**src/cpu_defines.svh**
```systemverilog
`ifndef CPU_DEFINES_SVH
`define CPU_DEFINES_SVH

// word and address sizes
`define CPU_DATA_W   16
`define CPU_ADDR_W   10

// memory sizes in words
`define CPU_IM_DEPTH 1024
`define CPU_DM_DEPTH 1024

`endif

```
**src/cpu_pkg.sv**
```systemverilog
`default_nettype none

`include "cpu_defines.svh"

package cpu_pkg;

    typedef logic [`CPU_DATA_W-1:0] data_t;
    typedef logic [`CPU_ADDR_W-1:0] addr_t;

    // opcode sits in the top 6 bits of an instruction word
    typedef enum logic [5:0] {
        OP_NOP    = 6'd0,  OP_LDAC   = 6'd1,  OP_LDIAC  = 6'd2,  OP_STAC   = 6'd3,
        OP_MVACAR = 6'd4,  OP_MVACR  = 6'd5,  OP_MVACR1 = 6'd6,  OP_MVACR2 = 6'd7,
        OP_MVACR3 = 6'd8,  OP_MVACR4 = 6'd9,  OP_MVR1AC = 6'd10, OP_MVR2AC = 6'd11,
        OP_MVR3AC = 6'd12, OP_MVR4AC = 6'd13, OP_ADD    = 6'd14, OP_SUB    = 6'd15,
        OP_MULT   = 6'd16, OP_LSHIFT = 6'd17, OP_INAC   = 6'd18, OP_CLAC   = 6'd19,
        OP_JPNZ   = 6'd20, OP_JMPZ   = 6'd21, OP_ENDOP  = 6'd22
    } opcode_t;

    typedef struct packed {
        opcode_t opcode;
        addr_t   operand;
    } instr_t;

    typedef enum logic [5:0] {
        S_START = 6'd0, S_FETCH1, S_FETCH2,
        S_NOP, S_LDAC1, S_LDAC2, S_LDIAC1, S_LDIAC2, S_STAC,
        S_MVACAR, S_MVACR, S_MVACR1, S_MVACR2, S_MVACR3, S_MVACR4,
        S_MVR1AC, S_MVR2AC, S_MVR3AC, S_MVR4AC,
        S_ADD, S_SUB, S_MULT, S_LSHIFT, S_INAC, S_CLAC,
        S_JPNZ1, S_JPNZ2, S_JMPZ1, S_JMPZ2, S_ENDOP
    } state_t;

    typedef enum logic [2:0] {
        ALU_PASS = 3'd0, ALU_ADD = 3'd1, ALU_SUB = 3'd2, ALU_MULT = 3'd3, ALU_LSHIFT = 3'd4
    } alu_op_t;

    typedef enum logic [3:0] {
        BUS_NONE, BUS_PC, BUS_IR, BUS_AC, BUS_R,
        BUS_R1, BUS_R2, BUS_R3, BUS_R4, BUS_DM, BUS_IM
    } bus_src_t;

    // bit positions in the enable vectors
    typedef enum logic [3:0] {
        REG_PC, REG_AR, REG_IR, REG_AC, REG_R,
        REG_R1, REG_R2, REG_R3, REG_R4, REG_ALU_TO_AC
    } reg_idx_t;

    typedef logic [REG_ALU_TO_AC:0] en_t;

endpackage

`default_nettype wire

```
**src/reg_bank.sv**
```systemverilog
`timescale 1ns/1ns
`default_nettype none

module reg_bank (
    input  wire logic               clk,
    input  wire logic               rst,
    input  wire cpu_pkg::en_t       write_en,
    input  wire cpu_pkg::en_t       inc_en,
    input  wire cpu_pkg::en_t       clr_en,
    input  wire cpu_pkg::bus_src_t  bus_src,
    input  wire cpu_pkg::data_t     alu_result,
    input  wire cpu_pkg::instr_t    im_data,
    input  wire cpu_pkg::data_t     dm_data,
    output cpu_pkg::data_t          bus,
    output cpu_pkg::addr_t          pc,
    output cpu_pkg::addr_t          ar,
    output cpu_pkg::data_t          ac,
    output cpu_pkg::data_t          r,
    output cpu_pkg::opcode_t        opcode,
    output logic                    zero
);

    cpu_pkg::instr_t ir;
    cpu_pkg::data_t  r1, r2, r3, r4;
    logic            ac_wr;
    cpu_pkg::data_t  ac_din;

    // clear, then load from bus, then increment
    function automatic cpu_pkg::data_t upd(cpu_pkg::data_t cur, cpu_pkg::reg_idx_t idx);
        if (clr_en[idx]) return '0;
        if (write_en[idx]) return bus;
        if (inc_en[idx]) return cur + 1'b1;
        return cur;
    endfunction

    always_comb begin
        case (bus_src)
            cpu_pkg::BUS_PC: bus = cpu_pkg::data_t'(pc);
            cpu_pkg::BUS_IR: bus = cpu_pkg::data_t'(ir.operand); // zero extended
            cpu_pkg::BUS_AC: bus = ac;
            cpu_pkg::BUS_R:  bus = r;
            cpu_pkg::BUS_R1: bus = r1;
            cpu_pkg::BUS_R2: bus = r2;
            cpu_pkg::BUS_R3: bus = r3;
            cpu_pkg::BUS_R4: bus = r4;
            cpu_pkg::BUS_DM: bus = dm_data;
            cpu_pkg::BUS_IM: bus = im_data;
            default:         bus = '0;
        endcase
    end

    assign ac_wr  = write_en[cpu_pkg::REG_AC] | write_en[cpu_pkg::REG_ALU_TO_AC];
    assign ac_din = write_en[cpu_pkg::REG_ALU_TO_AC] ? alu_result : bus;

    always_ff @(posedge clk) begin
        if (rst) begin
            pc <= '0;
            ir <= '0;
        end else begin
            pc <= cpu_pkg::addr_t'(upd(cpu_pkg::data_t'(pc), cpu_pkg::REG_PC)); // wraps at 10 bits
            if (write_en[cpu_pkg::REG_IR]) begin
                ir <= cpu_pkg::instr_t'(bus);
            end
        end
    end

    always_ff @(posedge clk) begin
        ar <= cpu_pkg::addr_t'(upd(cpu_pkg::data_t'(ar), cpu_pkg::REG_AR));
        r  <= upd(r, cpu_pkg::REG_R);
        r1 <= upd(r1, cpu_pkg::REG_R1);
        r2 <= upd(r2, cpu_pkg::REG_R2);
        r3 <= upd(r3, cpu_pkg::REG_R3);
        r4 <= upd(r4, cpu_pkg::REG_R4);
        if (clr_en[cpu_pkg::REG_AC]) begin
            ac <= '0;
        end else if (ac_wr) begin
            ac <= ac_din;
        end else if (inc_en[cpu_pkg::REG_AC]) begin
            ac <= ac + 1'b1;
        end
    end

    assign opcode = ir.opcode;
    assign zero   = (ac == '0);

endmodule

`default_nettype wire

```
**config.mk**
```make
export PLATFORM = sky130hd
export DESIGN_NAME = reg_bank
export DESIGN_NICKNAME = d
export VERILOG_FILES = /design/src/cpu_pkg.sv /design/src/reg_bank.sv
export VERILOG_INCLUDE_DIRS = /design/src /design/src/src
export SDC_FILE = /design/constraint.sdc
export NUM_CORES = 1
export LEC_CHECK = 0
export BUFFER_PORTS_ARGS = -buffer_cell sky130_fd_sc_hd__buf_2
export CAP_MARGIN = 20
export CELL_PAD_IN_SITES_DETAIL_PLACEMENT = 1
export CELL_PAD_IN_SITES_GLOBAL_PLACEMENT = 2
export CORE_MARGIN = 2
export CORE_UTILIZATION = 35
export DETAILED_ROUTE_END_ITERATION = 6
export PLACE_DENSITY_LB_ADDON = 0.25
export SLEW_MARGIN = 15
export SYNTH_ARGS = -nofsm -noshare
export SYNTH_HDL_FRONTEND = slang
export SYNTH_SLANG_ARGS = --single-unit
```
**constraint.sdc**
```tcl
create_clock -name clk -period 2.2 [get_ports clk]
set_input_delay 0.22 -clock clk [delete_from_list [all_inputs] [get_ports clk]]
set_output_delay 0.22 -clock clk [all_outputs]
set_load 0.02 [all_outputs]
```
==> flow_summary.yaml <==
power:
  power.density_nw_per_um2: 662.9
  leakage_nw: 4.906
  p_total_w: 0.008170
  vdd_drop_max_uv: 394.6
timing:
  fin_skew_ns: 0.01559
  rsz0062_at_grt: "yes"
  max-slew-margin-rel_pct: 48.14
  hold_viol_final: 0
  timing.final.crit_share_pct: 103.4
  fmax_mhz: 439.6
  totalNegativeSetupSlack_ns: -0.1358
  tightest_slew_ns: 0.7779
  fin_crit_ns: 2.275
  slew_violations: 0
  setup_violations: 5
  setup_ws_ns: -0.07458
route:
  viasPerCell: 5.984
  ant_nets: 0
  dr.pass1.iters: 7
  avgRoutedWirePerCell_um: 25.53
  vias: 9538
  finalWirelength_mm: 40.70
  drt_iter0_markers: 913
  drc_errors: 0
clock_tree:
  htreeDepth: 4
  clock_path_buffers: 2
  clock_latency_ns: 0.44
  cts_tree: "yes"
  clkTransAtPathRegs_ns: 0.07
  cts_sinks: 132
  root_buffer: "clkbuf_16"
  cts_buffers: 17
finish:
  areaGrowthSynthToFinish_pct: 35.50
  utilization_pct: 47.84
  fin_cells: 1594
  final_nets: 1335
  fillers: 2956
  drive_gt1_share_pct: 35.46
floorplanning:
  initial_utilization_pct: 35.31
  dieArea_um2: 27290
  dieWidth_um: 165.2
  core-area_um2: 25760
  row_count: 59
  pin_count: 159
  die_h_um: 165.2
synth:
  synthTopCellsByCount: "edfxtp_1 (90), nor2_1 (66), xor2_1 (54)"
  synth_area_leaders: "edfxtp_1 (30%), dfxtp_1 (9.2%), xor2_1 (5.2%)"
  synth-async-reset-ratio_pct: 0
  netlist_instances: 961
  synth-edff-count: 90
  ys_ff_latch: 132
  avgSynthCellArea_um2: 9.465
  yosysMostFrequentCell: "edfxtp_1"
  syn_nets: 1054
  synth_area_um2: 9096
  yosysWarnings: 0
  ys.flop_type: "edfxtp_1"
  ys_seq_area_share_pct: 38.95
  yosysTopAreaCell: "edfxtp_1"
  synth.top_cell.area_share_pct: 29.71
  synth_cell_types: 78
global_route:
  antenna_found_initial: 7
  grt-ovfl-total: 0
  grt_pass1_vias: 9378
  grt_usage_pct: 29.86
  grt_pass1_wl_mm: 59.23
  grt_max_degree: 32
critical_path:
  rr_endpoint: "r1[10]"
  rr_worst_depth: 8
  worstPathRequired_ns: 1.98
  regToRegSetupSlack_ns: 0.07
  cp_max_fo: 2
  start_kind: "flop"
  path_class: "flop to output pin"
  worstPathArrival_ns: 2.05
  worstReg2RegStart: "r1[10]"
  worstSetupEndpointType: "output pin"
outcome:
  violations: "setup timing"
  status: "finished, violations left"
placed_design:
  portBuffers: 154
  routabilityCongestion: 0.9430
  place_hpwl_mm: 28.99
  placed_cells: 1505
run:
  drv_cap: 0
worst_hold_path:
  hold_depth: 3
  hold_end: "ac[5]"
  min_path_type: "input port to flop"
  hp-start: "alu_result[5]"
==> cell families after synthesis <==
family | after synthesis | synth area share (%)
compound gates | 230 | 19.01
xor+xnor | 96 | 9.243
fa+ha+maj | 9 | 1.238
buf+inv | 107 | 5.777
flops | 132 | 38.95
mux | 34 | 3.961
simple gates | 353 | 21.82
==> critical path: stages, from the launching register on <==
cell      delay [ns]
edfxtp_1        0.48
a222oi_1        0.50
o22ai_1         0.16
a21oi_2         0.16
buf_4           0.16
inv_2           0.04
buf_6           0.12
==> report_power, final <==
part	switching [W]	total [W]	internal, W
combinational	0.00104	0.00180	0.000764
clock	0.00127	0.00329	0.00202
sequential	0.000237	0.00308	0.00284
==> cell usage in the layout (no fill, tap or decap), types with 5 or more instances in the layout <==
| master | count |
|---|---|
| nand2b_1 | 16 |
| xnor2_1 | 42 |
| or3_1 | 14 |
| edfxtp_1 | 90 |
| and4_1 | 7 |
| a21oi_1 | 19 |
| xor2_1 | 54 |
| o22ai_1 | 49 |
| a211oi_1 | 24 |
| or2_2 | 6 |
| o21ai_0 | 21 |
| nand3_1 | 46 |
| buf_2 | 143 |
| buf_6 | 12 |
| mux2i_1 | 26 |
| nand3b_1 | 23 |
| a221oi_1 | 6 |
| bufinv_16 | 5 |
| nor3_1 | 17 |
| nor2b_1 | 6 |
| nor2_1 | 65 |
| dfxtp_1 | 41 |
| inv_1 | 26 |
| ha_1 | 9 |
| nor3b_1 | 5 |
| inv_2 | 9 |
| or4_1 | 5 |
| a22oi_1 | 12 |
| nand2_1 | 48 |
| and3_1 | 12 |
| nand4_1 | 37 |
| clkbuf_16 | 17 |
| buf_4 | 169 |
| a22oi_2 | 9 |
| o32ai_1 | 25 |
| buf_12 | 9 |
| nor4_1 | 15 |
==> worst max-delay path by stage <==
stage | start | to | slack, ns
2_1_floorplan | r[9] | r2[9] | 0.29
3_3_place_gp | bus_src[1] | r3[13] | -0.01
3_5_place_dp | bus_src[0] | bus[12] | -0.05
4_1_cts | r1[10] | bus[10] | -0.06
5_1_grt | r1[10] | bus[10] | -0.13
6_report | r1[10] | bus[10] | -0.07
==> area by class of cell <==
class / count / area, µm² / share of cell area (%)
clock inverter: 15 / 227.7 / 1.848
antenna: 4 / 10.01 / 0.08121
inverter: 36 / 135.1 / 1.096
timing repair buffer: 333 / 2300 / 18.66
sequential: 132 / 3545 / 28.76
multi-input combinational: 722 / 5264 / 42.71
clock buffer: 17 / 425.4 / 3.451
tap: 335 / 419.2 / 3.401
==> flip-flops by register name, summed over array words and instances, names as in the netlist <==
register,count
ac,16
r1,16
r2,16
r3,16
r4,16
r,16
ar,10
ir,10
pc,10
opcode,6
==> metrics by stage <==
stage	setup WS, ns	hold slack [ns]	instance area [µm²]
detailed placement	-0.05443	0.4795	10970
global route	-0.1290	0.07191	12320
floorplan	0.2901	0.3651	9096
global placement	-0.01384	0.4716	10970
finish	-0.07458	0.07099	12330
CTS	-0.05684	0.06019	12110
==> repair_timing <==
item	4_1_cts	5_1_grt
resized for setup	42	41
hold endpoints to repair	0	0
endpoints found under the setup margin	16	20
hold buffers	0	0
buffers inserted	44	17
pin swaps	20	20
==> routing by layer <==
layer / part of all wire [%] / global-route usage (%) / vias to the layer above
met2: 44 / 45.85 / 445
met1: 43 / 39.70 / 4716
li1: - / - / 4267
met3: 8.0 / 6.494 / 104
met4: 5.2 / 14.78 / 6
met5: 0.10 / 0 / -
(Power assumes the default switching activity.)
