==> src/cpu_defines.svh <==
`ifndef CPU_DEFINES_SVH
`define CPU_DEFINES_SVH

// word and address sizes
`define CPU_DATA_W   16
`define CPU_ADDR_W   10

// memory sizes in words
`define CPU_IM_DEPTH 1024
`define CPU_DM_DEPTH 1024

`endif

==> src/cpu_pkg.sv <==
`default_nettype none

`include "cpu_defines.svh"

package cpu_pkg;

    typedef logic [`CPU_DATA_W-1:0] data_t;
    typedef logic [`CPU_ADDR_W-1:0] addr_t;

    // opcode sits in the top 6 bits of an instruction word
    typedef enum logic [5:0] {
        OP_NOP    = 6'd0,  OP_LDAC   = 6'd1,  OP_LDIAC  = 6'd2,  OP_STAC   = 6'd3,
        OP_MVACAR = 6'd4,  OP_MVACR  = 6'd5,  OP_MVACR1 = 6'd6,  OP_MVACR2 = 6'd7,
        OP_MVACR3 = 6'd8,  OP_MVACR4 = 6'd9,  OP_MVR1AC = 6'd10, OP_MVR2AC = 6'd11,
        OP_MVR3AC = 6'd12, OP_MVR4AC = 6'd13, OP_ADD    = 6'd14, OP_SUB    = 6'd15,
        OP_MULT   = 6'd16, OP_LSHIFT = 6'd17, OP_INAC   = 6'd18, OP_CLAC   = 6'd19,
        OP_JPNZ   = 6'd20, OP_JMPZ   = 6'd21, OP_ENDOP  = 6'd22
    } opcode_t;

    typedef struct packed {
        opcode_t opcode;
        addr_t   operand;
    } instr_t;

    typedef enum logic [5:0] {
        S_START = 6'd0, S_FETCH1, S_FETCH2,
        S_NOP, S_LDAC1, S_LDAC2, S_LDIAC1, S_LDIAC2, S_STAC,
        S_MVACAR, S_MVACR, S_MVACR1, S_MVACR2, S_MVACR3, S_MVACR4,
        S_MVR1AC, S_MVR2AC, S_MVR3AC, S_MVR4AC,
        S_ADD, S_SUB, S_MULT, S_LSHIFT, S_INAC, S_CLAC,
        S_JPNZ1, S_JPNZ2, S_JMPZ1, S_JMPZ2, S_ENDOP
    } state_t;

    typedef enum logic [2:0] {
        ALU_PASS = 3'd0, ALU_ADD = 3'd1, ALU_SUB = 3'd2, ALU_MULT = 3'd3, ALU_LSHIFT = 3'd4
    } alu_op_t;

    typedef enum logic [3:0] {
        BUS_NONE, BUS_PC, BUS_IR, BUS_AC, BUS_R,
        BUS_R1, BUS_R2, BUS_R3, BUS_R4, BUS_DM, BUS_IM
    } bus_src_t;

    // bit positions in the enable vectors
    typedef enum logic [3:0] {
        REG_PC, REG_AR, REG_IR, REG_AC, REG_R,
        REG_R1, REG_R2, REG_R3, REG_R4, REG_ALU_TO_AC
    } reg_idx_t;

    typedef logic [REG_ALU_TO_AC:0] en_t;

endpackage

`default_nettype wire

==> src/alu.sv <==
`timescale 1ns/1ns
`default_nettype none

module alu (
    input  wire cpu_pkg::alu_op_t  alu_op,
    input  wire cpu_pkg::data_t    ac,
    input  wire cpu_pkg::data_t    r,
    output cpu_pkg::data_t         alu_result
);

    // all results wrap to the data width
    always_comb begin
        case (alu_op)
            cpu_pkg::ALU_ADD: begin
                alu_result = ac + r;
            end
            cpu_pkg::ALU_SUB: begin
                alu_result = ac - r;
            end
            cpu_pkg::ALU_MULT: begin
                alu_result = ac * r; // low half of product
            end
            cpu_pkg::ALU_LSHIFT: begin
                alu_result = ac << 1;
            end
            default: begin
                alu_result = ac; // pass
            end
        endcase
    end

endmodule

`default_nettype wire

==> config.mk <==
export PLATFORM = sky130hd
export DESIGN_NAME = alu
export DESIGN_NICKNAME = d
export VERILOG_FILES = /design/src/cpu_pkg.sv /design/src/alu.sv
export VERILOG_INCLUDE_DIRS = /design/src /design/src/src
export SDC_FILE = /design/constraint.sdc
export NUM_CORES = 1
export LEC_CHECK = 0
export BUFFER_PORTS_ARGS = -buffer_cell sky130_fd_sc_hd__buf_4
export CAP_MARGIN = 20
export CORE_ASPECT_RATIO = 2
export CORE_MARGIN = 3
export CORE_UTILIZATION = 61
export DETAILED_ROUTE_END_ITERATION = 10
export PLACE_DENSITY = 0.79
export SLEW_MARGIN = 30
export SYNTH_ARGS = -nofsm -noshare
export SYNTH_HDL_FRONTEND = slang
export SYNTH_SLANG_ARGS = --single-unit
==> constraint.sdc <==
create_clock -name vclk -period 7.5
set_input_delay 0.75 -clock vclk [all_inputs]
set_output_delay 0.75 -clock vclk [all_outputs]
set_load 0.05 [all_outputs]
==> flow_metrics.env, run 1 <==
export IMPL_io_pins=51
export IMPL_layout_worst_path_cycle_share_pct=88.6
export IMPL_finalSetupViolations=0
export IMPL_crit_fanout=12
export IMPL_ys_seq_area_share_pct=0
export IMPL_tns_ns=0
export IMPL_whs_ns=2.02
export IMPL_grt_util_all_layers_pct=33.5
export IMPL_worst_pin_slew_ns=0.805
export IMPL_internal_power_mw=0.794
export IMPL_fmax_mhz=150
export IMPL_critical_path_top_delay_family="adder cells"
export IMPL_path_buf_inv=6
export IMPL_antenna_found_initial=0
export IMPL_place_hpwl_um=13700
export IMPL_cts_hold_fix_buffers=0
export IMPL_critPathCaptureType="output port"
export IMPL_yosysUniqueCellTypes=59
export IMPL_power_total_mw=1.92
export IMPL_m1WireLength_um=5670
export IMPL_nFillCells=804
export IMPL_wl_met2_um=8810
export IMPL_fp_dieH_um=142
export IMPL_core_area_um2=9010
export IMPL_min_from="ac[11]"
export IMPL_syn_inst=729
export IMPL_grt_first_pass_wirelength_um=27100
export IMPL_crit_top_cell="fa_1"
export IMPL_max_vdd_ir_drop_mv=0.326
export IMPL_via_per_inst=6.15
export IMPL_status="complete, no violations"
export IMPL_max_slew_margin_pct=46.0
export IMPL_cts_resized=0
export IMPL_seq_area_um2=0
export IMPL_setup_ws_ns=0.853
export IMPL_swShare_pct=58.7
export IMPL_drt_total_wl_um=16700
export IMPL_wl_met3_um=936
export IMPL_path_class="in -> out"
export IMPL_drtIter0Drc=332
export IMPL_rsz0062_at_grt="no"
export IMPL_hold_path_cell_count=3
export IMPL_drt_first_pass_iters=5
export IMPL_crit_slowest_cell="fa_1"
export IMPL_max_cap_viol_count=0
export IMPL_syn_nets=911
export IMPL_period_needed_ns=6.65
export IMPL_worstHoldEndpoint="alu_result[11]"
export IMPL_finalHoldViolCount=0
export IMPL_cp_start_kind="input pin"
export IMPL_netlist_area_um2=5640
export IMPL_vias=5217
export IMPL_finalNonFillerCells=848
export IMPL_port_buffers=51
export IMPL_areaGrowthSynthToFinish_pct=6.19
export IMPL_nFlopsAndLatches=0
export IMPL_nets=930
export IMPL_overflow=0
export IMPL_power_switching_mw=1.13
export IMPL_hold_path_class="in -> out"
export IMPL_post_cts_buffers=0
export IMPL_cpPeakStageDelay_ns=0.54
export IMPL_crit_chain="buf_4 > and2_1 > fa_1 > inv_1 > fa_1 > fa_1 > fa_1 > inv_1 > fa_1 > inv_1 > fa_1 > inv_1 > ha_1 > a21oi_1 > o21ai_2 > a21o_1 > a21oi_2 > xnor2_1 > a311o_1 > buf_4"
export IMPL_drive_gt1_share_pct=9.12
export IMPL_p_per_area_nw_per_um2=321
export IMPL_clkPwrFrac_pct=0
export IMPL_multiInputGateArea_um2=5010
export IMPL_crit_arrival_ns=5.90
export IMPL_clkbuf_count=0
export IMPL_yosysWarnings=0
export IMPL_top_layer_used="met4"
export IMPL_syn_mean_instance_area_um2=7.73
export IMPL_ant_nets=0
export IMPL_drc=0
export IMPL_dp_worst_setup_slack_ns=0.867
export IMPL_num_antenna_cells=0
export IMPL_seqPwrFrac_pct=0
export IMPL_cp_required_ns=6.75
export IMPL_dieArea_um2=10500
export IMPL_finalMaxSlewViolations=0
export IMPL_place_congestion=0.953
export IMPL_grt_max_degree=31
export IMPL_post_place_cells=848
export IMPL_initial_utilization_pct=62.5
export IMPL_die_w_um=74.0
export IMPL_drt_wirelength_per_cell_um=19.7
export IMPL_p_leak_nw=2.95
export IMPL_power_frac_comb_pct=100.0
export IMPL_grt_pass1_vias=5611
export IMPL_row_count=49
==> layout by cell type, fill, tap and decap left out, types with 2 or more instances in the layout <==
master    instances
inv_1           123
nand2_1          90
fa_1             81
ha_1             66
and2_1           60
buf_4            51
xnor2_1          46
nor2_1           45
a21oi_1          32
o21ai_0          21
xor2_1           17
nor3_1           10
nand2b_1          9
o21a_1            7
o22ai_1           7
nor2b_1           5
a21o_1            5
a31oi_1           4
o211ai_1          4
o31ai_1           4
a211oi_1          4
a22oi_1           4
or3_1             3
o31a_1            3
nand3b_1          3
nand3_1           3
o211a_1           3
o21ai_1           2
a31oi_2           2
a31o_2            2
o21bai_1          2
a41oi_1           2
o221ai_1          2
mux2i_1           2
==> worst min-delay path: cells and delay by family <==
kind | cells | cell delay (ns)
compound gates | 1 | 0.15
buf+inv | 2 | 0.37
==> Yosys cell counts (all sizes together) (3+ instances only) <==
cell type  count  area, um^2
fa            81        1620
xnor2         47         419
o211ai         5        42.5
o31a           3        26.3
o21ai         24         124
o211a          3        30.0
or3            3        18.8
a211oi         5        42.5
nand3b         3        22.5
o31ai          4        30.0
and2          61         382
nor2          46         173
nand3          3        15.0
clkbuf        25        93.8
inv          123         462
a22oi          4        30.0
xor2          17         149
a31oi          6        50.0
a21o           5        37.5
nor2b          5        31.3
buf            9        70.1
o22ai          7        43.8
a21oi         33         169
o21a           7        52.6
nand2         90         338
ha            66         826
nor3          11        66.3
nand2b         9        56.3
==> layer usage <==
| layer | up-vias | track usage [%] |
|---|---|---|
| met5 | - | 0 |
| met3 | 74 | 2.69 |
| met2 | 232 | 60.4 |
| met4 | 0 | 20.1 |
| li1 | 2350 | - |
| met1 | 2561 | 36.6 |
==> power groups by stage <==
| stage | Combinational [mW] | Clock (mW) | Sequential (mW) |
|---|---|---|---|
| CTS | 1.92 | 0 | 0 |
| global placement | 1.84 | 0 | 0 |
| finish | 1.92 | 0 | 0 |
| detailed placement | 1.89 | 0 | 0 |
| floorplan | 1.43 | 0 | 0 |
| global route | 2.12 | 0 | 0 |
==> through the flow <==
step                cell area [um^2]  util [%]
finish                          5990      66.4
global route                    5990      66.4
global placement                5980      66.4
floorplan                       5640         -
detailed placement              5980      66.4
CTS                             5980      66.4
==> area by class of cell <==
cell class	instances	share of cell area [%]
Inverter	123	7.71
Multi-Input combinational cell	572	83.8
Tap cell	102	2.13
Timing Repair Buffer	51	6.40
==> kinds of logic after synthesis <==
logic type	count (synthesis)	synth area share, %
buffers and inverters	157	11.1
muxes	3	0.555
and+or+nand+nor	237	20.5
adders and majority gates	147	43.4
AOI/OAI and AO/OA	121	14.4
xor gates and xnor gates	64	10.1
==> how the worst max path moves through the flow <==
| stage | from | to | slack, ns | depth (start not counted) |
|---|---|---|---|---|
| 3_3_place_gp | ac[7] | alu_result[14] | 0.92 | 20 |
| 4_1_cts | ac[7] | alu_result[14] | 0.85 | 20 |
| 5_1_grt | ac[7] | alu_result[15] | 0.57 | 20 |
| 6_report | ac[7] | alu_result[14] | 0.85 | 20 |
| 2_1_floorplan | r[2] | alu_result[13] | 0.55 | 19 |
| 3_5_place_dp | ac[7] | alu_result[14] | 0.87 | 20 |
(Power assumes the default switching activity.)
==> run 2, diff against run 1 <==
--- a/config.mk
+++ b/config.mk
@@ -10,9 +10,9 @@
 export CAP_MARGIN = 20
 export CORE_ASPECT_RATIO = 2
 export CORE_MARGIN = 3
-export CORE_UTILIZATION = 61
+export CORE_UTILIZATION = 45
 export DETAILED_ROUTE_END_ITERATION = 10
-export PLACE_DENSITY = 0.79
+export PLACE_DENSITY = 0.61
 export SLEW_MARGIN = 30
 export SYNTH_ARGS = -nofsm -noshare
 export SYNTH_HDL_FRONTEND = slang
==> run 2 against run 1 <==
Cell count rose by 5.3%. Highest routed layer unchanged. Sequential cell count did not move. Largest cell class unchanged. Design area rose by 0.90%. Global-route usage fell by 8.4 points. Die area rose by 33%. Maximum frequency fell by 0.35%. Critical path depth did not move.
==> flow_metrics.env, run 2 (synthesis gave the netlist of run 1 again) <==
export IMPL_drt_wirelength_per_cell_um=19.4
export IMPL_internal_power_mw=0.787
export IMPL_place_hpwl_um=14300
export IMPL_hold_path_class="in -> out"
export IMPL_fmax_mhz=150
export IMPL_path_class="in -> out"
export IMPL_place_congestion=0.961
export IMPL_whs_ns=2.02
export IMPL_row_count=57
export IMPL_critical_path_top_delay_family="adder cells"
export IMPL_power_switching_mw=1.12
export IMPL_swShare_pct=58.7
export IMPL_nFlopsAndLatches=0
export IMPL_max_cap_viol_count=0
export IMPL_die_w_um=85.1
export IMPL_rsz0062_at_grt="no"
export IMPL_seq_area_um2=0
export IMPL_fp_dieH_um=164
export IMPL_fin_util_pct=49.5
export IMPL_via_per_inst=5.60
export IMPL_clkPwrFrac_pct=0
export IMPL_power_frac_comb_pct=100.0
export IMPL_grt_max_degree=31
export IMPL_cp_start_kind="input pin"
export IMPL_finalMaxSlewViolations=0
export IMPL_finalSetupViolations=0
export IMPL_drive_gt1_share_pct=8.98
export IMPL_p_leak_nw=2.95
export IMPL_overflow=0
export IMPL_critPathCaptureType="output port"
export IMPL_initial_utilization_pct=46.2
export IMPL_setup_ws_ns=0.829
export IMPL_most_common_layout_cells="inv_1 (123), nand2_1 (90), fa_1 (81)"
export IMPL_finalNonFillerCells=893
export IMPL_post_place_cells=893
export IMPL_dp_worst_setup_slack_ns=0.826
export IMPL_crit_slowest_cell="fa_1"
export IMPL_port_buffers=51
export IMPL_areaGrowthSynthToFinish_pct=7.15
export IMPL_drc=0
export IMPL_max_vdd_ir_drop_mv=0.288
export IMPL_layout_worst_path_cycle_share_pct=88.9
export IMPL_grt_first_pass_wirelength_um=27200
export IMPL_vias=5000
export IMPL_tns_ns=0
export IMPL_antenna_found_initial=0
export IMPL_drt_total_wl_um=17300
export IMPL_status="complete, no violations"
export IMPL_period_needed_ns=6.67
export IMPL_path_buf_inv=6
export IMPL_worst_pin_slew_ns=0.891
export IMPL_core_area_um2=12200
export IMPL_grt_pass1_vias=5426
export IMPL_mostFrequentLayoutCell="inv_1"
export IMPL_ant_nets=0
export IMPL_seqPwrFrac_pct=0
export IMPL_cts_resized=0
export IMPL_grt_util_all_layers_pct=25.1
export IMPL_cts_hold_fix_buffers=0
export IMPL_drt_first_pass_iters=6
export IMPL_max_slew_margin_pct=40.4
export IMPL_post_cts_buffers=0
export IMPL_crit_chain="buf_4 > and2_1 > fa_1 > inv_1 > fa_1 > fa_1 > fa_1 > inv_1 > fa_1 > inv_1 > fa_1 > inv_1 > ha_1 > a21oi_1 > o21bai_1 > a41oi_1 > o21ai_0 > xnor2_1 > o211ai_2 > buf_4"
export IMPL_crit_fanout=14
export IMPL_dieArea_um2=14000
export IMPL_nets=930
export IMPL_clkbuf_count=0
export IMPL_num_antenna_cells=0
export IMPL_crit_arrival_ns=5.92
export IMPL_drtIter0Drc=284
export IMPL_p_per_area_nw_per_um2=315
export IMPL_io_pins=51
export IMPL_cpPeakStageDelay_ns=0.54
export IMPL_finalHoldViolCount=0
export IMPL_crit_top_cell="fa_1"
export IMPL_cp_required_ns=6.75
==> run 2: changes by cell type in the layout (fill, tap and decap cells not counted) <==
| cell | previous run | this run |
|---|---|---|
| nor2_1 | 45 | 46 |
| nor2_2 | 1 | 0 |
==> run 2: worst paths after layout <==
| path | startpoint | end | slack [ns] | depth (start not counted) |
|---|---|---|---|---|
| worst max-delay path | ac[6] | alu_result[15] | 0.83 | 20 |
| worst min-delay path | ac[13] | alu_result[13] | 2.02 | 4 |
==> run 2: tightest hold or removal path, stage by stage <==
cell and delay [ns]:
buf_4 0.16, nor2_1 0.10, o22ai_1 0.07, buf_4 0.19
==> run 2: metrics by stage <==
stage	area (um^2)	power [mW]
2_1_floorplan	5640	1.43
3_3_place_gp	6040	1.87
3_5_place_dp	6040	1.89
4_1_cts	6040	1.92
5_1_grt	6040	2.11
6_report	6040	1.90
==> run 2: area by class of cell <==
cell class	count	area (um^2)
timing repair buffer	51	383
fill	1243	6160
multi-input combinational	572	5010
tap	147	184
inverter	123	462
==> run 2: layer usage <==
layer / GRT usage (%) / part of all wire (%) / vias to the layer above
li1: - / - / 2349
met1: 27.9 / 37 / 2451
met2: 46.5 / 52 / 151
met3: 1.10 / 3.3 / 49
met4: 14.3 / 6.8 / 0
met5: 0 / 0 / -
==> run 2: power by group through the flow <==
| stage | Clock (mW) | Sequential [mW] | Combinational (mW) |
|---|---|---|---|
| after floorplan | 0 | 0 | 1.43 |
| after global placement | 0 | 0 | 1.87 |
| after detailed placement | 0 | 0 | 1.89 |
| after CTS | 0 | 0 | 1.92 |
| after global routing | 0 | 0 | 2.11 |
| final | 0 | 0 | 1.90 |
