===== src/cpu_defines.svh =====
`ifndef CPU_DEFINES_SVH
`define CPU_DEFINES_SVH

// word and address sizes
`define CPU_DATA_W   16
`define CPU_ADDR_W   10

// memory sizes in words
`define CPU_IM_DEPTH 1024
`define CPU_DM_DEPTH 1024

`endif


===== src/cpu_pkg.sv =====
`default_nettype none

`include "cpu_defines.svh"

package cpu_pkg;

    typedef logic [`CPU_DATA_W-1:0] data_t;
    typedef logic [`CPU_ADDR_W-1:0] addr_t;

    // opcode sits in the top 6 bits of an instruction word
    typedef enum logic [5:0] {
        OP_NOP    = 6'd0,  OP_LDAC   = 6'd1,  OP_LDIAC  = 6'd2,  OP_STAC   = 6'd3,
        OP_MVACAR = 6'd4,  OP_MVACR  = 6'd5,  OP_MVACR1 = 6'd6,  OP_MVACR2 = 6'd7,
        OP_MVACR3 = 6'd8,  OP_MVACR4 = 6'd9,  OP_MVR1AC = 6'd10, OP_MVR2AC = 6'd11,
        OP_MVR3AC = 6'd12, OP_MVR4AC = 6'd13, OP_ADD    = 6'd14, OP_SUB    = 6'd15,
        OP_MULT   = 6'd16, OP_LSHIFT = 6'd17, OP_INAC   = 6'd18, OP_CLAC   = 6'd19,
        OP_JPNZ   = 6'd20, OP_JMPZ   = 6'd21, OP_ENDOP  = 6'd22
    } opcode_t;

    typedef struct packed {
        opcode_t opcode;
        addr_t   operand;
    } instr_t;

    typedef enum logic [5:0] {
        S_START = 6'd0, S_FETCH1, S_FETCH2,
        S_NOP, S_LDAC1, S_LDAC2, S_LDIAC1, S_LDIAC2, S_STAC,
        S_MVACAR, S_MVACR, S_MVACR1, S_MVACR2, S_MVACR3, S_MVACR4,
        S_MVR1AC, S_MVR2AC, S_MVR3AC, S_MVR4AC,
        S_ADD, S_SUB, S_MULT, S_LSHIFT, S_INAC, S_CLAC,
        S_JPNZ1, S_JPNZ2, S_JMPZ1, S_JMPZ2, S_ENDOP
    } state_t;

    typedef enum logic [2:0] {
        ALU_PASS = 3'd0, ALU_ADD = 3'd1, ALU_SUB = 3'd2, ALU_MULT = 3'd3, ALU_LSHIFT = 3'd4
    } alu_op_t;

    typedef enum logic [3:0] {
        BUS_NONE, BUS_PC, BUS_IR, BUS_AC, BUS_R,
        BUS_R1, BUS_R2, BUS_R3, BUS_R4, BUS_DM, BUS_IM
    } bus_src_t;

    // bit positions in the enable vectors
    typedef enum logic [3:0] {
        REG_PC, REG_AR, REG_IR, REG_AC, REG_R,
        REG_R1, REG_R2, REG_R3, REG_R4, REG_ALU_TO_AC
    } reg_idx_t;

    typedef logic [REG_ALU_TO_AC:0] en_t;

endpackage

`default_nettype wire


===== src/control.sv =====
`timescale 1ns/1ns
`default_nettype none

module control (
    input  wire logic              clk,
    input  wire logic              rst,
    input  wire cpu_pkg::opcode_t  opcode,
    input  wire logic              zero,
    output cpu_pkg::en_t           write_en,
    output cpu_pkg::en_t           inc_en,
    output cpu_pkg::en_t           clr_en,
    output cpu_pkg::bus_src_t      bus_src,
    output cpu_pkg::alu_op_t       alu_op,
    output logic                   dm_we,
    output logic                   halted
);

    cpu_pkg::state_t state;
    cpu_pkg::state_t next_state;

    always_ff @(posedge clk) begin
        if (rst) begin
            state  <= cpu_pkg::S_START;
            halted <= 1'b0;
        end else begin
            state <= next_state;
            if (state == cpu_pkg::S_ENDOP) begin
                halted <= 1'b1; // sticky until rst
            end
        end
    end

    always_comb begin
        write_en   = '0;
        inc_en     = '0;
        clr_en     = '0;
        bus_src    = cpu_pkg::BUS_NONE;
        alu_op     = cpu_pkg::ALU_PASS;
        dm_we      = 1'b0;
        next_state = cpu_pkg::S_FETCH1; // most states return to fetch
        case (state)
            cpu_pkg::S_START: begin
                clr_en[cpu_pkg::REG_PC] = 1'b1;
                clr_en[cpu_pkg::REG_AR] = 1'b1;
            end
            cpu_pkg::S_FETCH1: begin
                bus_src                   = cpu_pkg::BUS_IM;
                write_en[cpu_pkg::REG_IR] = 1'b1;
                next_state                = cpu_pkg::S_FETCH2;
            end
            cpu_pkg::S_FETCH2: begin
                inc_en[cpu_pkg::REG_PC] = 1'b1;
                case (opcode)
                    cpu_pkg::OP_NOP:    next_state = cpu_pkg::S_NOP;
                    cpu_pkg::OP_LDAC:   next_state = cpu_pkg::S_LDAC1;
                    cpu_pkg::OP_LDIAC:  next_state = cpu_pkg::S_LDIAC1;
                    cpu_pkg::OP_STAC:   next_state = cpu_pkg::S_STAC;
                    cpu_pkg::OP_MVACAR: next_state = cpu_pkg::S_MVACAR;
                    cpu_pkg::OP_MVACR:  next_state = cpu_pkg::S_MVACR;
                    cpu_pkg::OP_MVACR1: next_state = cpu_pkg::S_MVACR1;
                    cpu_pkg::OP_MVACR2: next_state = cpu_pkg::S_MVACR2;
                    cpu_pkg::OP_MVACR3: next_state = cpu_pkg::S_MVACR3;
                    cpu_pkg::OP_MVACR4: next_state = cpu_pkg::S_MVACR4;
                    cpu_pkg::OP_MVR1AC: next_state = cpu_pkg::S_MVR1AC;
                    cpu_pkg::OP_MVR2AC: next_state = cpu_pkg::S_MVR2AC;
                    cpu_pkg::OP_MVR3AC: next_state = cpu_pkg::S_MVR3AC;
                    cpu_pkg::OP_MVR4AC: next_state = cpu_pkg::S_MVR4AC;
                    cpu_pkg::OP_ADD:    next_state = cpu_pkg::S_ADD;
                    cpu_pkg::OP_SUB:    next_state = cpu_pkg::S_SUB;
                    cpu_pkg::OP_MULT:   next_state = cpu_pkg::S_MULT;
                    cpu_pkg::OP_LSHIFT: next_state = cpu_pkg::S_LSHIFT;
                    cpu_pkg::OP_INAC:   next_state = cpu_pkg::S_INAC;
                    cpu_pkg::OP_CLAC:   next_state = cpu_pkg::S_CLAC;
                    cpu_pkg::OP_JPNZ:   next_state = cpu_pkg::S_JPNZ1;
                    cpu_pkg::OP_JMPZ:   next_state = cpu_pkg::S_JMPZ1;
                    default:            next_state = cpu_pkg::S_ENDOP; // endop or bad code
                endcase
            end
            cpu_pkg::S_NOP: ;
            cpu_pkg::S_LDAC1: begin
                bus_src                   = cpu_pkg::BUS_AC; // address held in ac
                write_en[cpu_pkg::REG_AR] = 1'b1;
                next_state                = cpu_pkg::S_LDAC2;
            end
            cpu_pkg::S_LDIAC1: begin
                bus_src                   = cpu_pkg::BUS_IR; // address from operand
                write_en[cpu_pkg::REG_AR] = 1'b1;
                next_state                = cpu_pkg::S_LDIAC2;
            end
            cpu_pkg::S_LDAC2, cpu_pkg::S_LDIAC2: begin
                bus_src                   = cpu_pkg::BUS_DM;
                write_en[cpu_pkg::REG_AC] = 1'b1;
            end
            cpu_pkg::S_STAC: begin
                bus_src = cpu_pkg::BUS_AC;
                dm_we   = 1'b1;
            end
            cpu_pkg::S_MVACAR: begin
                bus_src                   = cpu_pkg::BUS_AC;
                write_en[cpu_pkg::REG_AR] = 1'b1;
            end
            cpu_pkg::S_MVACR: begin
                bus_src                  = cpu_pkg::BUS_AC;
                write_en[cpu_pkg::REG_R] = 1'b1;
            end
            cpu_pkg::S_MVACR1: begin
                bus_src                   = cpu_pkg::BUS_AC;
                write_en[cpu_pkg::REG_R1] = 1'b1;
            end
            cpu_pkg::S_MVACR2: begin
                bus_src                   = cpu_pkg::BUS_AC;
                write_en[cpu_pkg::REG_R2] = 1'b1;
            end
            cpu_pkg::S_MVACR3: begin
                bus_src                   = cpu_pkg::BUS_AC;
                write_en[cpu_pkg::REG_R3] = 1'b1;
            end
            cpu_pkg::S_MVACR4: begin
                bus_src                   = cpu_pkg::BUS_AC;
                write_en[cpu_pkg::REG_R4] = 1'b1;
            end
            cpu_pkg::S_MVR1AC: begin
                bus_src                   = cpu_pkg::BUS_R1;
                write_en[cpu_pkg::REG_AC] = 1'b1;
            end
            cpu_pkg::S_MVR2AC: begin
                bus_src                   = cpu_pkg::BUS_R2;
                write_en[cpu_pkg::REG_AC] = 1'b1;
            end
            cpu_pkg::S_MVR3AC: begin
                bus_src                   = cpu_pkg::BUS_R3;
                write_en[cpu_pkg::REG_AC] = 1'b1;
            end
            cpu_pkg::S_MVR4AC: begin
                bus_src                   = cpu_pkg::BUS_R4;
                write_en[cpu_pkg::REG_AC] = 1'b1;
            end
            cpu_pkg::S_ADD: begin
                alu_op                           = cpu_pkg::ALU_ADD;
                write_en[cpu_pkg::REG_ALU_TO_AC] = 1'b1;
            end
            cpu_pkg::S_SUB: begin
                alu_op                           = cpu_pkg::ALU_SUB;
                write_en[cpu_pkg::REG_ALU_TO_AC] = 1'b1;
            end
            cpu_pkg::S_MULT: begin
                alu_op                           = cpu_pkg::ALU_MULT;
                write_en[cpu_pkg::REG_ALU_TO_AC] = 1'b1;
            end
            cpu_pkg::S_LSHIFT: begin
                alu_op                           = cpu_pkg::ALU_LSHIFT;
                write_en[cpu_pkg::REG_ALU_TO_AC] = 1'b1;
            end
            cpu_pkg::S_INAC: inc_en[cpu_pkg::REG_AC] = 1'b1;
            cpu_pkg::S_CLAC: clr_en[cpu_pkg::REG_AC] = 1'b1;
            cpu_pkg::S_JPNZ1: next_state = zero ? cpu_pkg::S_FETCH1 : cpu_pkg::S_JPNZ2;
            cpu_pkg::S_JMPZ1: next_state = zero ? cpu_pkg::S_JMPZ2 : cpu_pkg::S_FETCH1;
            cpu_pkg::S_JPNZ2, cpu_pkg::S_JMPZ2: begin
                bus_src                   = cpu_pkg::BUS_IR; // branch target
                write_en[cpu_pkg::REG_PC] = 1'b1;
            end
            default: next_state = cpu_pkg::S_ENDOP; // ENDOP parks here
        endcase
    end

endmodule

`default_nettype wire


===== config.mk =====
export PLATFORM = sky130hd
export DESIGN_NAME = control
export DESIGN_NICKNAME = d
export VERILOG_FILES = /design/src/cpu_pkg.sv /design/src/control.sv
export VERILOG_INCLUDE_DIRS = /design/src /design/src/src
export SDC_FILE = /design/constraint.sdc
export NUM_CORES = 1
export LEC_CHECK = 0
export BUFFER_PORTS_ARGS = -buffer_cell sky130_fd_sc_hd__buf_4
export CAP_MARGIN = 30
export CORE_ASPECT_RATIO = 1.25
export CORE_MARGIN = 8
export CORE_UTILIZATION = 38
export CTS_BUF_LIST = sky130_fd_sc_hd__clkbuf_2 sky130_fd_sc_hd__clkbuf_4 sky130_fd_sc_hd__clkbuf_8
export DETAILED_ROUTE_END_ITERATION = 16
export GPL_TIMING_DRIVEN = 0
export PLACE_DENSITY = 0.72
export SYNTH_ARGS = -nofsm -noshare
export SYNTH_HDL_FRONTEND = slang
export SYNTH_SLANG_ARGS = --single-unit

===== constraint.sdc =====
create_clock -name clk -period 2 [get_ports clk]
set_input_delay 0.3 -clock clk [delete_from_list [all_inputs] [get_ports clk]]
set_output_delay 0.3 -clock clk [all_outputs]
set_load 0.05 [all_outputs]

==> results.sh <==
export IMPL_outcome="complete, no violations"
export IMPL_setup_viol=0
export IMPL_synth_area_mux_share_pct=1.04
export IMPL_cap_violations=0
export IMPL_fp_row_count=20
export IMPL_synthSimpleGateAreaFrac_pct=33.8
export IMPL_clock_latency_ns=0.25
export IMPL_hold_viol_final=0
export IMPL_avgRoutedWirePerCell_um=12.2
export IMPL_ioPinCount=48
export IMPL_crit_path_top_delay_cell="or3b_2"
export IMPL_reg2reg_depth=4
export IMPL_worstPathRequired_ns=1.70
export IMPL_syn_area_um2=960
export IMPL_cpPeakStageDelay_ns=0.51
export IMPL_cts_hold_buf=0
export IMPL_cts_tree="yes"
export IMPL_finalNetCount=200
export IMPL_grt_use_total_pct=12.1
export IMPL_min_delay_path_class="input port to register"
export IMPL_drive_gt1_share_pct=40.5
export IMPL_synth_cell_types=43
export IMPL_htreeDepth=1
export IMPL_finalCritPeriodShare_pct=96.4
export IMPL_skew_ns=0.00305
export IMPL_wirelength_um=2660
export IMPL_synth_top_family_by_area="simple AND/OR/NAND/NOR gates"
export IMPL_synth_avg_cell_area_um2=6.85
export IMPL_register_area_um2=123
export IMPL_synth_seq_area_share_pct=12.5
export IMPL_post_cts_buffers=0
export IMPL_core_um2=2430
export IMPL_dp_slack_ns=0.212
export IMPL_post_synth_top_area_fraction_pct=13.3
export IMPL_tns_ns=0
export IMPL_clk_root_buffer_cell="clkbuf_4"
export IMPL_power_leakage_nw=0.613
export IMPL_n_antenna_cell=0
export IMPL_ir_worst_vdd_mv=0.357
export IMPL_ys_warn_count=0
export IMPL_crit_fanout=10
export IMPL_drc_errors=0
export IMPL_detail_route_antenna_nets=0
export IMPL_viasPerCell=4.92
export IMPL_vias=1072
export IMPL_grt_max_degree=11
export IMPL_die_h_um=72.2
export IMPL_crit_arrival_ns=1.63
export IMPL_powerDensity_nw_per_um2=731
export IMPL_drt_iter0_drc=23
export IMPL_whs_path_depth=2
export IMPL_finalWorstSetupSlack_ns=0.0726
export IMPL_place_gp_congestion=0.820
export IMPL_rr_startpoint="state[1]"
export IMPL_rsz0062_at_grt="false"
export IMPL_port_buffers=29
export IMPL_start_util_pct=39.5
export IMPL_synthXorXnorAreaFrac_pct=3.65
export IMPL_dp_hpwl_um=2200
export IMPL_dieArea_um2=4400
export IMPL_placed_cell_area_um2=1320
export IMPL_clockBufferDepth=2
export IMPL_synth_compound_area_share_pct=23.7
export IMPL_numCtsBuffers=3
export IMPL_crit_chain="buf_2 -> or3b_2 -> o21a_1 -> nor2_2 -> buf_6"
export IMPL_multiInputGateArea_um2=766
export IMPL_grt_pass1_wl_um=4240
export IMPL_die_w_um=61.0
export IMPL_min_period_ns=1.93
export IMPL_grt_pass1_vias=973
export IMPL_area_growth_pct=43.8
export IMPL_yosysTopAreaCell="buf_4"
export IMPL_drt_pre_antenna_iters=4
export IMPL_min_from="rst"
export IMPL_cp_start_kind="register"
export IMPL_maxSlewViolCount=0
export IMPL_synthAdderAreaFrac_pct=5.22
export IMPL_synth_seq_cells=6
export IMPL_synth_top_cells_by_area="buf_4, dfxtp_1, nor2_1, a21oi_1, ha_1"
export IMPL_n_fill_cell=251
export IMPL_layout_commonest_cell="buf_4"
export IMPL_endpoint_kind="output port"
export IMPL_clk_pin_slew_ns=0.05
export IMPL_overflow=0
export IMPL_cts_sinks=6
export IMPL_synth_cells=140
export IMPL_mostFrequentLayoutCells="buf_4, nor2_1, conb_1"
export IMPL_crit_start="state[3]"
export IMPL_fmax_mhz=519
export IMPL_fin_area_um2=1380
export IMPL_antenna_found_initial=0
export IMPL_crit_type="register to output port"
==> per-layer routing <==
layer | share of wire (%) | vias to the layer above | track usage [%]
met4 | 1.3 | 0 | 4.68
met3 | 7.3 | 5 | 2.83
met1 | 38 | 478 | 11.6
met2 | 53 | 35 | 23.2
met5 | 0 | - | 0
li1 | - | 554 | -
==> power breakdown <==
part           switching [mW]  internal [mW]
Sequential             0.0218          0.137
Combinational           0.479          0.257
Clock                  0.0463         0.0680
Total                   0.547          0.461
==> kinds of logic (layout without fill, tap and decap cells) <==
group                    after synthesis  after routing
AO/OA/AOI/OAI                         35             35
XOR/XNOR                               4              4
adder cells (fa/ha/maj)                4              4
buffers and inverters                 32             63
flip-flops                             6              6
multiplexers                           1              1
other                                  1             15
AND/OR/NAND/NOR                       57             57
==> cell type report <==
| cell class | count | area share, % |
|---|---|---|
| Buffer | 27 | 13.3 |
| Clock buffer | 3 | 1.63 |
| Inverter | 4 | 1.09 |
| Multi-Input combinational cell | 116 | 55.5 |
| Sequential cell | 6 | 8.88 |
| Tap cell | 33 | 2.99 |
| Timing Repair Buffer | 29 | 16.6 |
==> cell usage after synthesis (all sizes together) <==
cell,instances
a21o,2
or3b,2
or3,1
o31ai,2
a21oi,14
nor4b,3
conb,1
nor4,1
o221ai,1
o21ba,1
o311ai,1
a211o,1
nor3b,3
xor2,2
inv,4
a211oi,1
nor2,20
nand3b,4
o211ai,1
ha,4
mux2i,1
a21boi,1
nand4,1
dfxtp,6
clkbuf,6
or2,1
or2b,1
a311o,1
buf,22
o21ai,5
xnor2,2
o22ai,2
o21a,2
nand2,6
or4b,1
nand4b,1
nand2b,4
nand3,2
nor3,6
==> what timing repair did <==
| action | in CTS | in global routing |
|---|---|---|
| setup endpoints to repair | 7 | 10 |
| resized for setup | 4 | 15 |
| pin swaps | 0 | 2 |
==> path summary, 6_finish.rpt <==
path                                    end  slack, ns
worst max-delay path            write_en[1]       0.07
worst min-delay path               state[0]       0.25
worst max register to register     state[3]       0.53
worst min register to register       halted       0.46
==> registers in the layout, summed over array words and instances (netlist names) <==
register	count
state	5
halted	1
==> worst max-delay path: cells and delay by family (launching register included) <==
kind                   cells  cell delay, ns
DFF                        1            0.29
AOI/OAI and AO/OA          1            0.14
and+or+nand+nor            2            0.62
buffers and inverters      2            0.34
==> stage by stage <==
stage / hold slack, ns / cells / power, mW / util [%]
floorplan: 0.369 / 154 / 0.699 / -
global placement: 0.454 / 216 / 0.841 / 54.4
detailed placement: 0.459 / 216 / 0.851 / 54.4
CTS: 0.247 / 219 / 0.983 / 55.8
global route: 0.254 / 218 / 1.06 / 56.9
finish: 0.248 / 218 / 1.01 / 56.9
(Power assumes the default switching activity.)
